[src/hw/spi_msg_pkg.sv]
package spi_msg_pkg;

    // ========================================================================
    // Message layout
    // ========================================================================

    // Type field sits in the top byte of the message
    localparam int msg_type_len = 8;

    // Argument fills the rest of the message
    localparam int msg_arg_len = 56;

    // Full message shifted in from the controller
    localparam int msg_len = msg_type_len + msg_arg_len;

    // Response word sent back on the eight data lines
    localparam int resp_len = 64;

    // Type bit that says a response follows
    localparam int msg_type_resp_bit = 6;

    // LED value width inside the argument
    localparam int led_val_len = 4;

    // ========================================================================
    // Type codes
    // ========================================================================

    // Bit 7 is always forced high by the decoder
    // Bit 6 set means the controller clocks out a response

    // Echo returns its payload
    localparam logic [msg_type_len-1:0] msg_type_echo = 8'hC0;

    // LED set loads the LED register, no response
    localparam logic [msg_type_len-1:0] msg_type_led_set = 8'h80;

    // Nop does nothing
    localparam logic [msg_type_len-1:0] msg_type_nop = 8'h81;

    // ========================================================================
    // Argument views
    // ========================================================================

    // Same 56-bit argument word, read per message type
    typedef union packed {
        // Echo carries the whole argument back
        logic [msg_arg_len-1:0] echo_payload;
        // LED set only looks at the lowest bits
        struct packed {
            logic [msg_arg_len-led_val_len-1:0] unused;
            logic [led_val_len-1:0]             led_val;
        } led;
    } msg_arg_t;

endpackage
[src/hw/ice_spi_top.sv]
`timescale 1ns/1ps

module ice_spi_top #(
    parameter int dummy_cycles = 2,
    parameter int led_width    = 4
) (
    input  logic                 ice_st_spi_clk,
    input  logic                 spi_cs,
    input  logic [3:0]           d_in,
    output logic [7:0]           d_out,
    output logic                 d_out_en,
    output logic [led_width-1:0] led
);
    import spi_msg_pkg::*;

    // Receiver to decoder
    logic [msg_len-1:0]  msg;
    logic                msg_valid;

    // Decoder to transmitter
    logic [resp_len-1:0] resp;
    logic                resp_start;

    // ========================================================================
    // Message receiver
    // ========================================================================

    msg_receiver #(
        .dummy_cycles (dummy_cycles)
    ) u_msg_receiver (
        .ice_st_spi_clk (ice_st_spi_clk),
        .spi_cs         (spi_cs),
        .d_in           (d_in),
        .msg            (msg),
        .msg_valid      (msg_valid)
    );

    // ========================================================================
    // Decoder and LED register
    // ========================================================================

    msg_decoder #(
        .led_width (led_width)
    ) u_msg_decoder (
        .ice_st_spi_clk (ice_st_spi_clk),
        .spi_cs         (spi_cs),
        .msg            (msg),
        .msg_valid      (msg_valid),
        .resp           (resp),
        .resp_start     (resp_start),
        .led            (led)
    );

    // ========================================================================
    // Response transmitter
    // ========================================================================

    resp_transmitter u_resp_transmitter (
        .ice_st_spi_clk (ice_st_spi_clk),
        .spi_cs         (spi_cs),
        .resp           (resp),
        .resp_start     (resp_start),
        .d_out          (d_out),
        .d_out_en       (d_out_en)
    );

endmodule

[src/hw/resp_transmitter.sv]
`timescale 1ns/1ps

module resp_transmitter (
    input  logic                             ice_st_spi_clk,
    input  logic                             spi_cs,
    input  logic [spi_msg_pkg::resp_len-1:0] resp,
    input  logic                             resp_start,
    output logic [7:0]                       d_out,
    output logic                             d_out_en
);
    import spi_msg_pkg::*;

    // ========================================================================
    // Output shift registers
    // ========================================================================

    // Current 16-bit word and the words still waiting behind it
    logic [15:0]         word_sr;
    logic [resp_len-1:0] resp_sr;

    // High when the second pair of the current word is on the bus
    logic                second_half;

    // Two nibbles of the current word per clock
    //   high nibble from word bits 15:12, low nibble from bits 7:4
    assign d_out = {word_sr[15:12], word_sr[7:4]};

    always_ff @(posedge ice_st_spi_clk) begin
        if (resp_start) begin
            // Word 63:48 goes out first
            word_sr <= resp[resp_len-1 -: 16];
            resp_sr <= {resp[resp_len-17:0], 16'h0000};
        end else if (d_out_en) begin
            if (!second_half) begin
                // Move bits 11:8 and 3:0 up into the output slots
                word_sr <= word_sr << 4;
            end else begin
                // Next word, zeros once the response runs out
                word_sr <= resp_sr[resp_len-1 -: 16];
                resp_sr <= resp_sr << 16;
            end
        end
    end

    // ========================================================================
    // Control
    // ========================================================================

    always_ff @(posedge ice_st_spi_clk or negedge spi_cs) begin
        if (!spi_cs) begin
            d_out_en    <= 1'b0;
            second_half <= 1'b0;
        end else if (resp_start) begin
            d_out_en    <= 1'b1;
            second_half <= 1'b0;
        end else if (d_out_en) begin
            second_half <= !second_half;
        end
    end

endmodule

[src/hw/msg_decoder.sv]
`timescale 1ns/1ps

module msg_decoder #(
    parameter int led_width = 4
) (
    input  logic                             ice_st_spi_clk,
    input  logic                             spi_cs,
    input  logic [spi_msg_pkg::msg_len-1:0]  msg,
    input  logic                             msg_valid,
    output logic [spi_msg_pkg::resp_len-1:0] resp,
    output logic                             resp_start,
    output logic [led_width-1:0]             led
);
    import spi_msg_pkg::*;

    // ========================================================================
    // Field extraction
    // ========================================================================

    logic [msg_type_len-1:0] msg_type;
    msg_arg_t                msg_arg;
    logic                    resp_expected;
    logic                    is_echo;
    logic                    is_led_set;

    // The controller cannot set the top bit, so it is faked here
    assign msg_type = {1'b1, msg[msg_len-2 -: msg_type_len-1]};
    assign msg_arg  = msg[msg_arg_len-1:0];

    // Response flag carried in the type code itself
    assign resp_expected = msg_type[msg_type_resp_bit];

    // ========================================================================
    // Type decode
    // ========================================================================

    always_comb begin
        is_echo    = 1'b0;
        is_led_set = 1'b0;
        case (msg_type)
            msg_type_echo: begin
                is_echo = 1'b1;
            end
            msg_type_led_set: begin
                is_led_set = 1'b1;
            end
            msg_type_nop: begin
                // Nothing to do
            end
            default: begin
                // Unknown codes fall through like Nop
            end
        endcase
    end

    // ========================================================================
    // Response build
    // ========================================================================

    // Echo payload goes back in the upper bits, low byte zero
    always_ff @(posedge ice_st_spi_clk) begin
        if (msg_valid && is_echo) begin
            resp <= {msg_arg.echo_payload, {(resp_len - msg_arg_len){1'b0}}};
        end
    end

    // One pulse per answered message
    always_ff @(posedge ice_st_spi_clk or negedge spi_cs) begin
        if (!spi_cs) begin
            resp_start <= 1'b0;
        end else begin
            resp_start <= msg_valid && is_echo && resp_expected;
        end
    end

    // ========================================================================
    // LED register
    // ========================================================================

    // Survives deselect, so the LEDs keep their state between transactions
    logic [led_width-1:0] led_q = '0;

    always_ff @(posedge ice_st_spi_clk) begin
        if (msg_valid && is_led_set) begin
            led_q <= led_width'(msg_arg.led.led_val);
        end
    end

    assign led = led_q;

endmodule

[src/hw/msg_receiver.sv]
`timescale 1ns/1ps

module msg_receiver #(
    parameter int dummy_cycles = 2
) (
    input  logic                            ice_st_spi_clk,
    input  logic                            spi_cs,
    input  logic [3:0]                      d_in,
    output logic [spi_msg_pkg::msg_len-1:0] msg,
    output logic                            msg_valid
);
    import spi_msg_pkg::*;

    // ========================================================================
    // Cycle counter
    // ========================================================================

    // Messages come in on four lines, one nibble per clock
    localparam int msg_cycles   = msg_len / 4;
    localparam int total_cycles = dummy_cycles + msg_cycles;
    localparam int cnt_w        = $clog2(total_cycles + 1);

    // First message nibble, last message nibble and the parked value
    localparam logic [cnt_w-1:0] first_msg_cnt = cnt_w'(dummy_cycles);
    localparam logic [cnt_w-1:0] last_msg_cnt  = cnt_w'(total_cycles - 1);
    localparam logic [cnt_w-1:0] done_cnt      = cnt_w'(total_cycles);

    logic [cnt_w-1:0] cycle_cnt;
    logic             parked;
    logic             shift_en;

    // Counter stops once the whole message is in
    assign parked = (cycle_cnt == done_cnt);

    // Dummy nibbles are sampled but never shifted
    assign shift_en = spi_cs && !parked && (cycle_cnt >= first_msg_cnt);

    always_ff @(posedge ice_st_spi_clk or negedge spi_cs) begin
        if (!spi_cs) begin
            cycle_cnt <= '0;
            msg_valid <= 1'b0;
        end else begin
            msg_valid <= 1'b0;
            if (!parked) begin
                cycle_cnt <= cycle_cnt + 1'b1;
                // Last nibble lands on this edge
                if (cycle_cnt == last_msg_cnt) begin
                    msg_valid <= 1'b1;
                end
            end
        end
    end

    // ========================================================================
    // Nibble shift register
    // ========================================================================

    // MSB nibble first, so older nibbles move up
    // Holds still after the counter parks until chip select drops
    always_ff @(posedge ice_st_spi_clk) begin
        if (shift_en) begin
            msg <= {msg[msg_len-5:0], d_in};
        end
    end

endmodule

[config.mk]
export PLATFORM = sky130hd
export DESIGN_NAME = ice_spi_top
export DESIGN_NICKNAME = d
export VERILOG_FILES = /design/src/hw/spi_msg_pkg.sv /design/src/hw/ice_spi_top.sv /design/src/hw/resp_transmitter.sv /design/src/hw/msg_decoder.sv /design/src/hw/msg_receiver.sv
export SDC_FILE = /design/constraint.sdc
export NUM_CORES = 1
export LEC_CHECK = 0
export ABC_AREA = 1
export BUFFER_PORTS_ARGS = -buffer_cell sky130_fd_sc_hd__buf_2
export CAP_MARGIN = 20
export CORE_MARGIN = 5
export CORE_UTILIZATION = 55
export CTS_CLUSTER_SIZE = 40
export DETAILED_ROUTE_END_ITERATION = 16
export PLACE_DENSITY = 0.82
export SETUP_SLACK_MARGIN = 0.3
export SKIP_CTS_REPAIR_TIMING = 1
export SLEW_MARGIN = 30
export SYNTH_ARGS = -nofsm -noshare
export SYNTH_HDL_FRONTEND = slang
export SYNTH_SLANG_ARGS = --single-unit
[constraint.sdc]
create_clock -name ice_st_spi_clk -period 10.4 [get_ports ice_st_spi_clk]
set_input_delay 0.52 -clock ice_st_spi_clk [delete_from_list [all_inputs] [get_ports ice_st_spi_clk]]
set_output_delay 0.52 -clock ice_st_spi_clk [all_outputs]
set_load 0.03 [all_outputs]
==> results by stage <==
Synth:
- The netlist area before placement is 6594 um^2.
- The number of distinct library cells after synthesis is 18.
- The cell count after synthesis came out at 419.
- A synthesized cell averages 15.74 um^2.
- Yosys printed 0 warnings.
- The number of register bits inferred by synthesis is 188.
- The number of nets produced by synthesis is 428.
- The sequential-to-total area share from yosys stat is 0.8493.

Die:
- For this configuration, the core starts out at a cell density of 0.5559.
- The die extent in y is 119.5 um.
- The floorplan step set the die width to roughly 120 um.
- After floorplanning, the core was divided into 40 placement rows.
- The total I/O pin count is 19.
- The floorplan step defined a die boundary enclosing 14280 um^2.
- In this run the standard cell core region covers 11860 um^2.

Pwr:
- The static leakage is roughly 2.8 nW.
- In this run the power density over the cells is slightly above 200 nW/um^2.
- VDD sags by at most between 0.1 and 0.15 mV.
- The total power draw is 1.501 mW.

Final layout:
- In the final layout, the share of cells above drive strength 1 is 0.1294.
- With fillers left out, the area of the finished cells amounts to 7438 um^2.
- The net count of the finished layout is 452.
- The area growth from synthesis to final layout is 12.81%.
- The number of diodes added for antenna fixing is 0.
- The library cell used most frequently in the layout, excluding fill and tap cells, is sky130_fd_sc_hd__edfxtp_1.
- In the layout the commonest cells are sky130_fd_sc_hd__edfxtp_1, sky130_fd_sc_hd__nand2_1, sky130_fd_sc_hd__inv_1, sky130_fd_sc_hd__buf_2, sky130_fd_sc_hd__clkbuf_16.
- The count of filler cells inserted in the layout is 796.
- The core utilization of the finished layout is 0.6271.

Timing:
- The count of final max-slew check failures was 0.
- At the pin with the least slew margin, the transition time is 0.8813 ns.
- For this run, the top clock speed supported by timing is 0.4572 GHz.
- The post-route fraction of the period consumed by the critical path is 0.2103.
- Between clock sinks in the finished design, the worst skew comes to approximately 0.0093 ns.
- The setup-violating endpoint count in the final report is 0.
- The relative max-transition margin is 0.4103.
- Setup repair after global routing left no endpoint under its margin.
- After routing, the total negative slack on setup checks comes to 0 ns.
- The worst hold slack across all endpoints is 0.2772 ns.
- The final critical delay including setup and external delays is roughly 2.2 ns.
- The final count of hold timing violations is 0.

Worst setup path:
- The critical path is of the register to register type.
- The signal on the critical path passes through buf_4 -> inv_2 -> nand2_1.
- The data arrival at the endpoint of the critical path is 2.24 ns.
- The type of element capturing the critical path is a register.
- The worst setup path is launched from a register.
- At the worst endpoint, the required time is 10.45 ns.
- The stage delay of the slowest cell on the critical path is approximately 0.62 ns.
- The biggest fanout along the worst timing path is 59.
- Counting cells, the worst reg-to-reg path comes to 3.
- The cell at the slowest stage of the critical path is sky130_fd_sc_hd__nand2_1.

Detailed routing:
- The first routing iteration left between 300 and 400 violations.
- Summing over every cut layer, the via total after detailed routing is roughly 3000.
- After detailed routing, the average wire length per cell comes to ~16 um.
- The routed via count divided by cell count is 5.046.
- The final wirelength is roughly 9.5 mm.
- The antenna violation net count after detailed routing is 0.
- For this run, design rule violations remaining after detail routing come to 0.
- The number of optimization iterations in the first detailed-route pass is 5.

Global route:
- The global-route congestion overflow total is 0.
- The first global-routing pass estimated 15.75 mm of wire.
- Entering global routing, the biggest net connects 64 pins.
- The via count of the first global-routing pass is 3232.
- The number of antenna violations at the first check in global routing was 0.
- For this run, the total global-route usage over all layers was measured as 0.1456.

Clock tree:
- The root buffer cell chosen for the clock tree is sky130_fd_sc_hd__clkbuf_16.
- The maximum count of clock buffers along a single path is 2.
- TritonCTS built the clock tree.
- The depth of the CTS H-tree is 4.
- After clock tree synthesis, the clock-pin slew on the worst setup and hold paths is 0.07 ns.
- CTS saw approximately 190 sinks.
- The source-to-sink clock delay at the later pin of the worst-skew pair is about 0.42 ns.
- Clock tree synthesis inserted a total of 17 buffers.

Placement:
- Detailed placement ended at an HPWL of 5.306 mm.
- The number of port buffers is 18.
- The congestion estimate from routability-driven global placement came to between 0.7 and 0.8.
- The placed instance area is 6805 um^2.

Flow run:
- The number of maximum-capacitance constraint violations is 0.

Hold path:
- The min-delay analysis places its worst path in the category input port to register.
- The number of instances on the worst hold path is 1.

Run status:
- The run finished with clean final reports.
[worst max-delay path, delay by kind of cell, from the launching register on]
kind	cells	cell delay, ns
buffers and inverters	2	0.84
AND/OR/NAND/NOR	1	0.62
flip-flops	1	0.32
[final cells by class]
type                       count  area [um^2]  share of cell area
sequential                   188         5600              0.7529
timing repair buffer          23        130.1             0.01749
clock inverter                15        197.7             0.02658
inverter                      25        93.84             0.01262
tap                          147        183.9             0.02473
multi-input combinational    188        807.0              0.1085
clock buffer                  17        425.4             0.05719
[report_power, final]
part           internal, mW  switching, mW  leakage, nW
logic               0.00434         0.0104        0.762
registers             0.819       0.000535         1.72
clock network         0.402          0.265        0.287
total                  1.22          0.276         2.77
[cells by family (layout without fill, tap and decap cells)]
logic type      after synthesis  count (layout)  synth area share
simple gates                180             180            0.1072
xor+xnor                      3               3          0.003986
compound gates                2               2          0.001517
buf+inv                      43              80           0.03226
flops                       188             188            0.8493
fa+ha+maj                     3               3          0.005693
[registers in the layout, indices dropped and copies added (netlist names), 4 cells and up]
register                    cells
u_msg_receiver.cycle_cnt        5
u_msg_decoder.resp             56
u_msg_decoder.led               4
u_resp_transmitter.word_sr     16
u_resp_transmitter.resp_sr     40
u_msg_receiver.msg             63
[cell usage after synthesis]
master | number | area [um^2]
sky130_fd_sc_hd__inv_1 | 24 | 90.09
sky130_fd_sc_hd__nor2_1 | 11 | 41.29
sky130_fd_sc_hd__xnor2_1 | 1 | 8.760
sky130_fd_sc_hd__nor2_2 | 1 | 6.260
sky130_fd_sc_hd__nand3_1 | 16 | 80.08
sky130_fd_sc_hd__nand4_1 | 2 | 12.51
sky130_fd_sc_hd__buf_2 | 5 | 25.02
sky130_fd_sc_hd__clkbuf_1 | 1 | 3.750
sky130_fd_sc_hd__buf_4 | 12 | 90.09
sky130_fd_sc_hd__dfrtp_1 | 9 | 225.2
sky130_fd_sc_hd__o21ai_0 | 1 | 5.000
sky130_fd_sc_hd__edfxtp_1 | 179 | 5375
sky130_fd_sc_hd__a21oi_1 | 1 | 5.000
sky130_fd_sc_hd__nand3b_1 | 1 | 7.510
sky130_fd_sc_hd__nand2_1 | 149 | 559.3
sky130_fd_sc_hd__xor2_1 | 2 | 17.52
sky130_fd_sc_hd__inv_2 | 1 | 3.750
sky130_fd_sc_hd__ha_1 | 3 | 37.54
[per-stage QoR]
| step | instances | worst slack (ns) |
|---|---|---|
| after global routing | 603 | 8.015 |
| after CTS | 602 | 8.160 |
| after floorplan | 419 | 6.377 |
| final | 603 | 8.213 |
| after detailed placement | 570 | 8.203 |
| after global placement | 570 | 8.282 |
[layer usage]
layer,share of wire,vias up,global-route usage
li1,-,1492,-
met1,0.42,1463,0.1822
met2,0.52,74,0.2327
met3,0.051,14,0.04901
met4,0.017,0,0.06514
met5,0,-,0
[worst paths after layout]
| kind | end | from | slack, ns |
|---|---|---|---|
| setup / recovery | u_resp_transmitter.word_sr[14] | u_msg_decoder.resp_start | 8.21 |
| hold / removal | u_msg_receiver.msg[1] | d_in[1] | 0.28 |
| setup reg to reg | u_resp_transmitter.word_sr[14] | u_msg_decoder.resp_start | 8.21 |
| hold reg to reg | u_msg_receiver.msg[20] | u_msg_receiver.msg[16] | 0.44 |
| max in group asynchronous | u_resp_transmitter.d_out_en | spi_cs | 9.74 |
| min in group asynchronous | u_msg_receiver.cycle_cnt[3] | spi_cs | 0.48 |
Power figures use the tool's default switching activity.
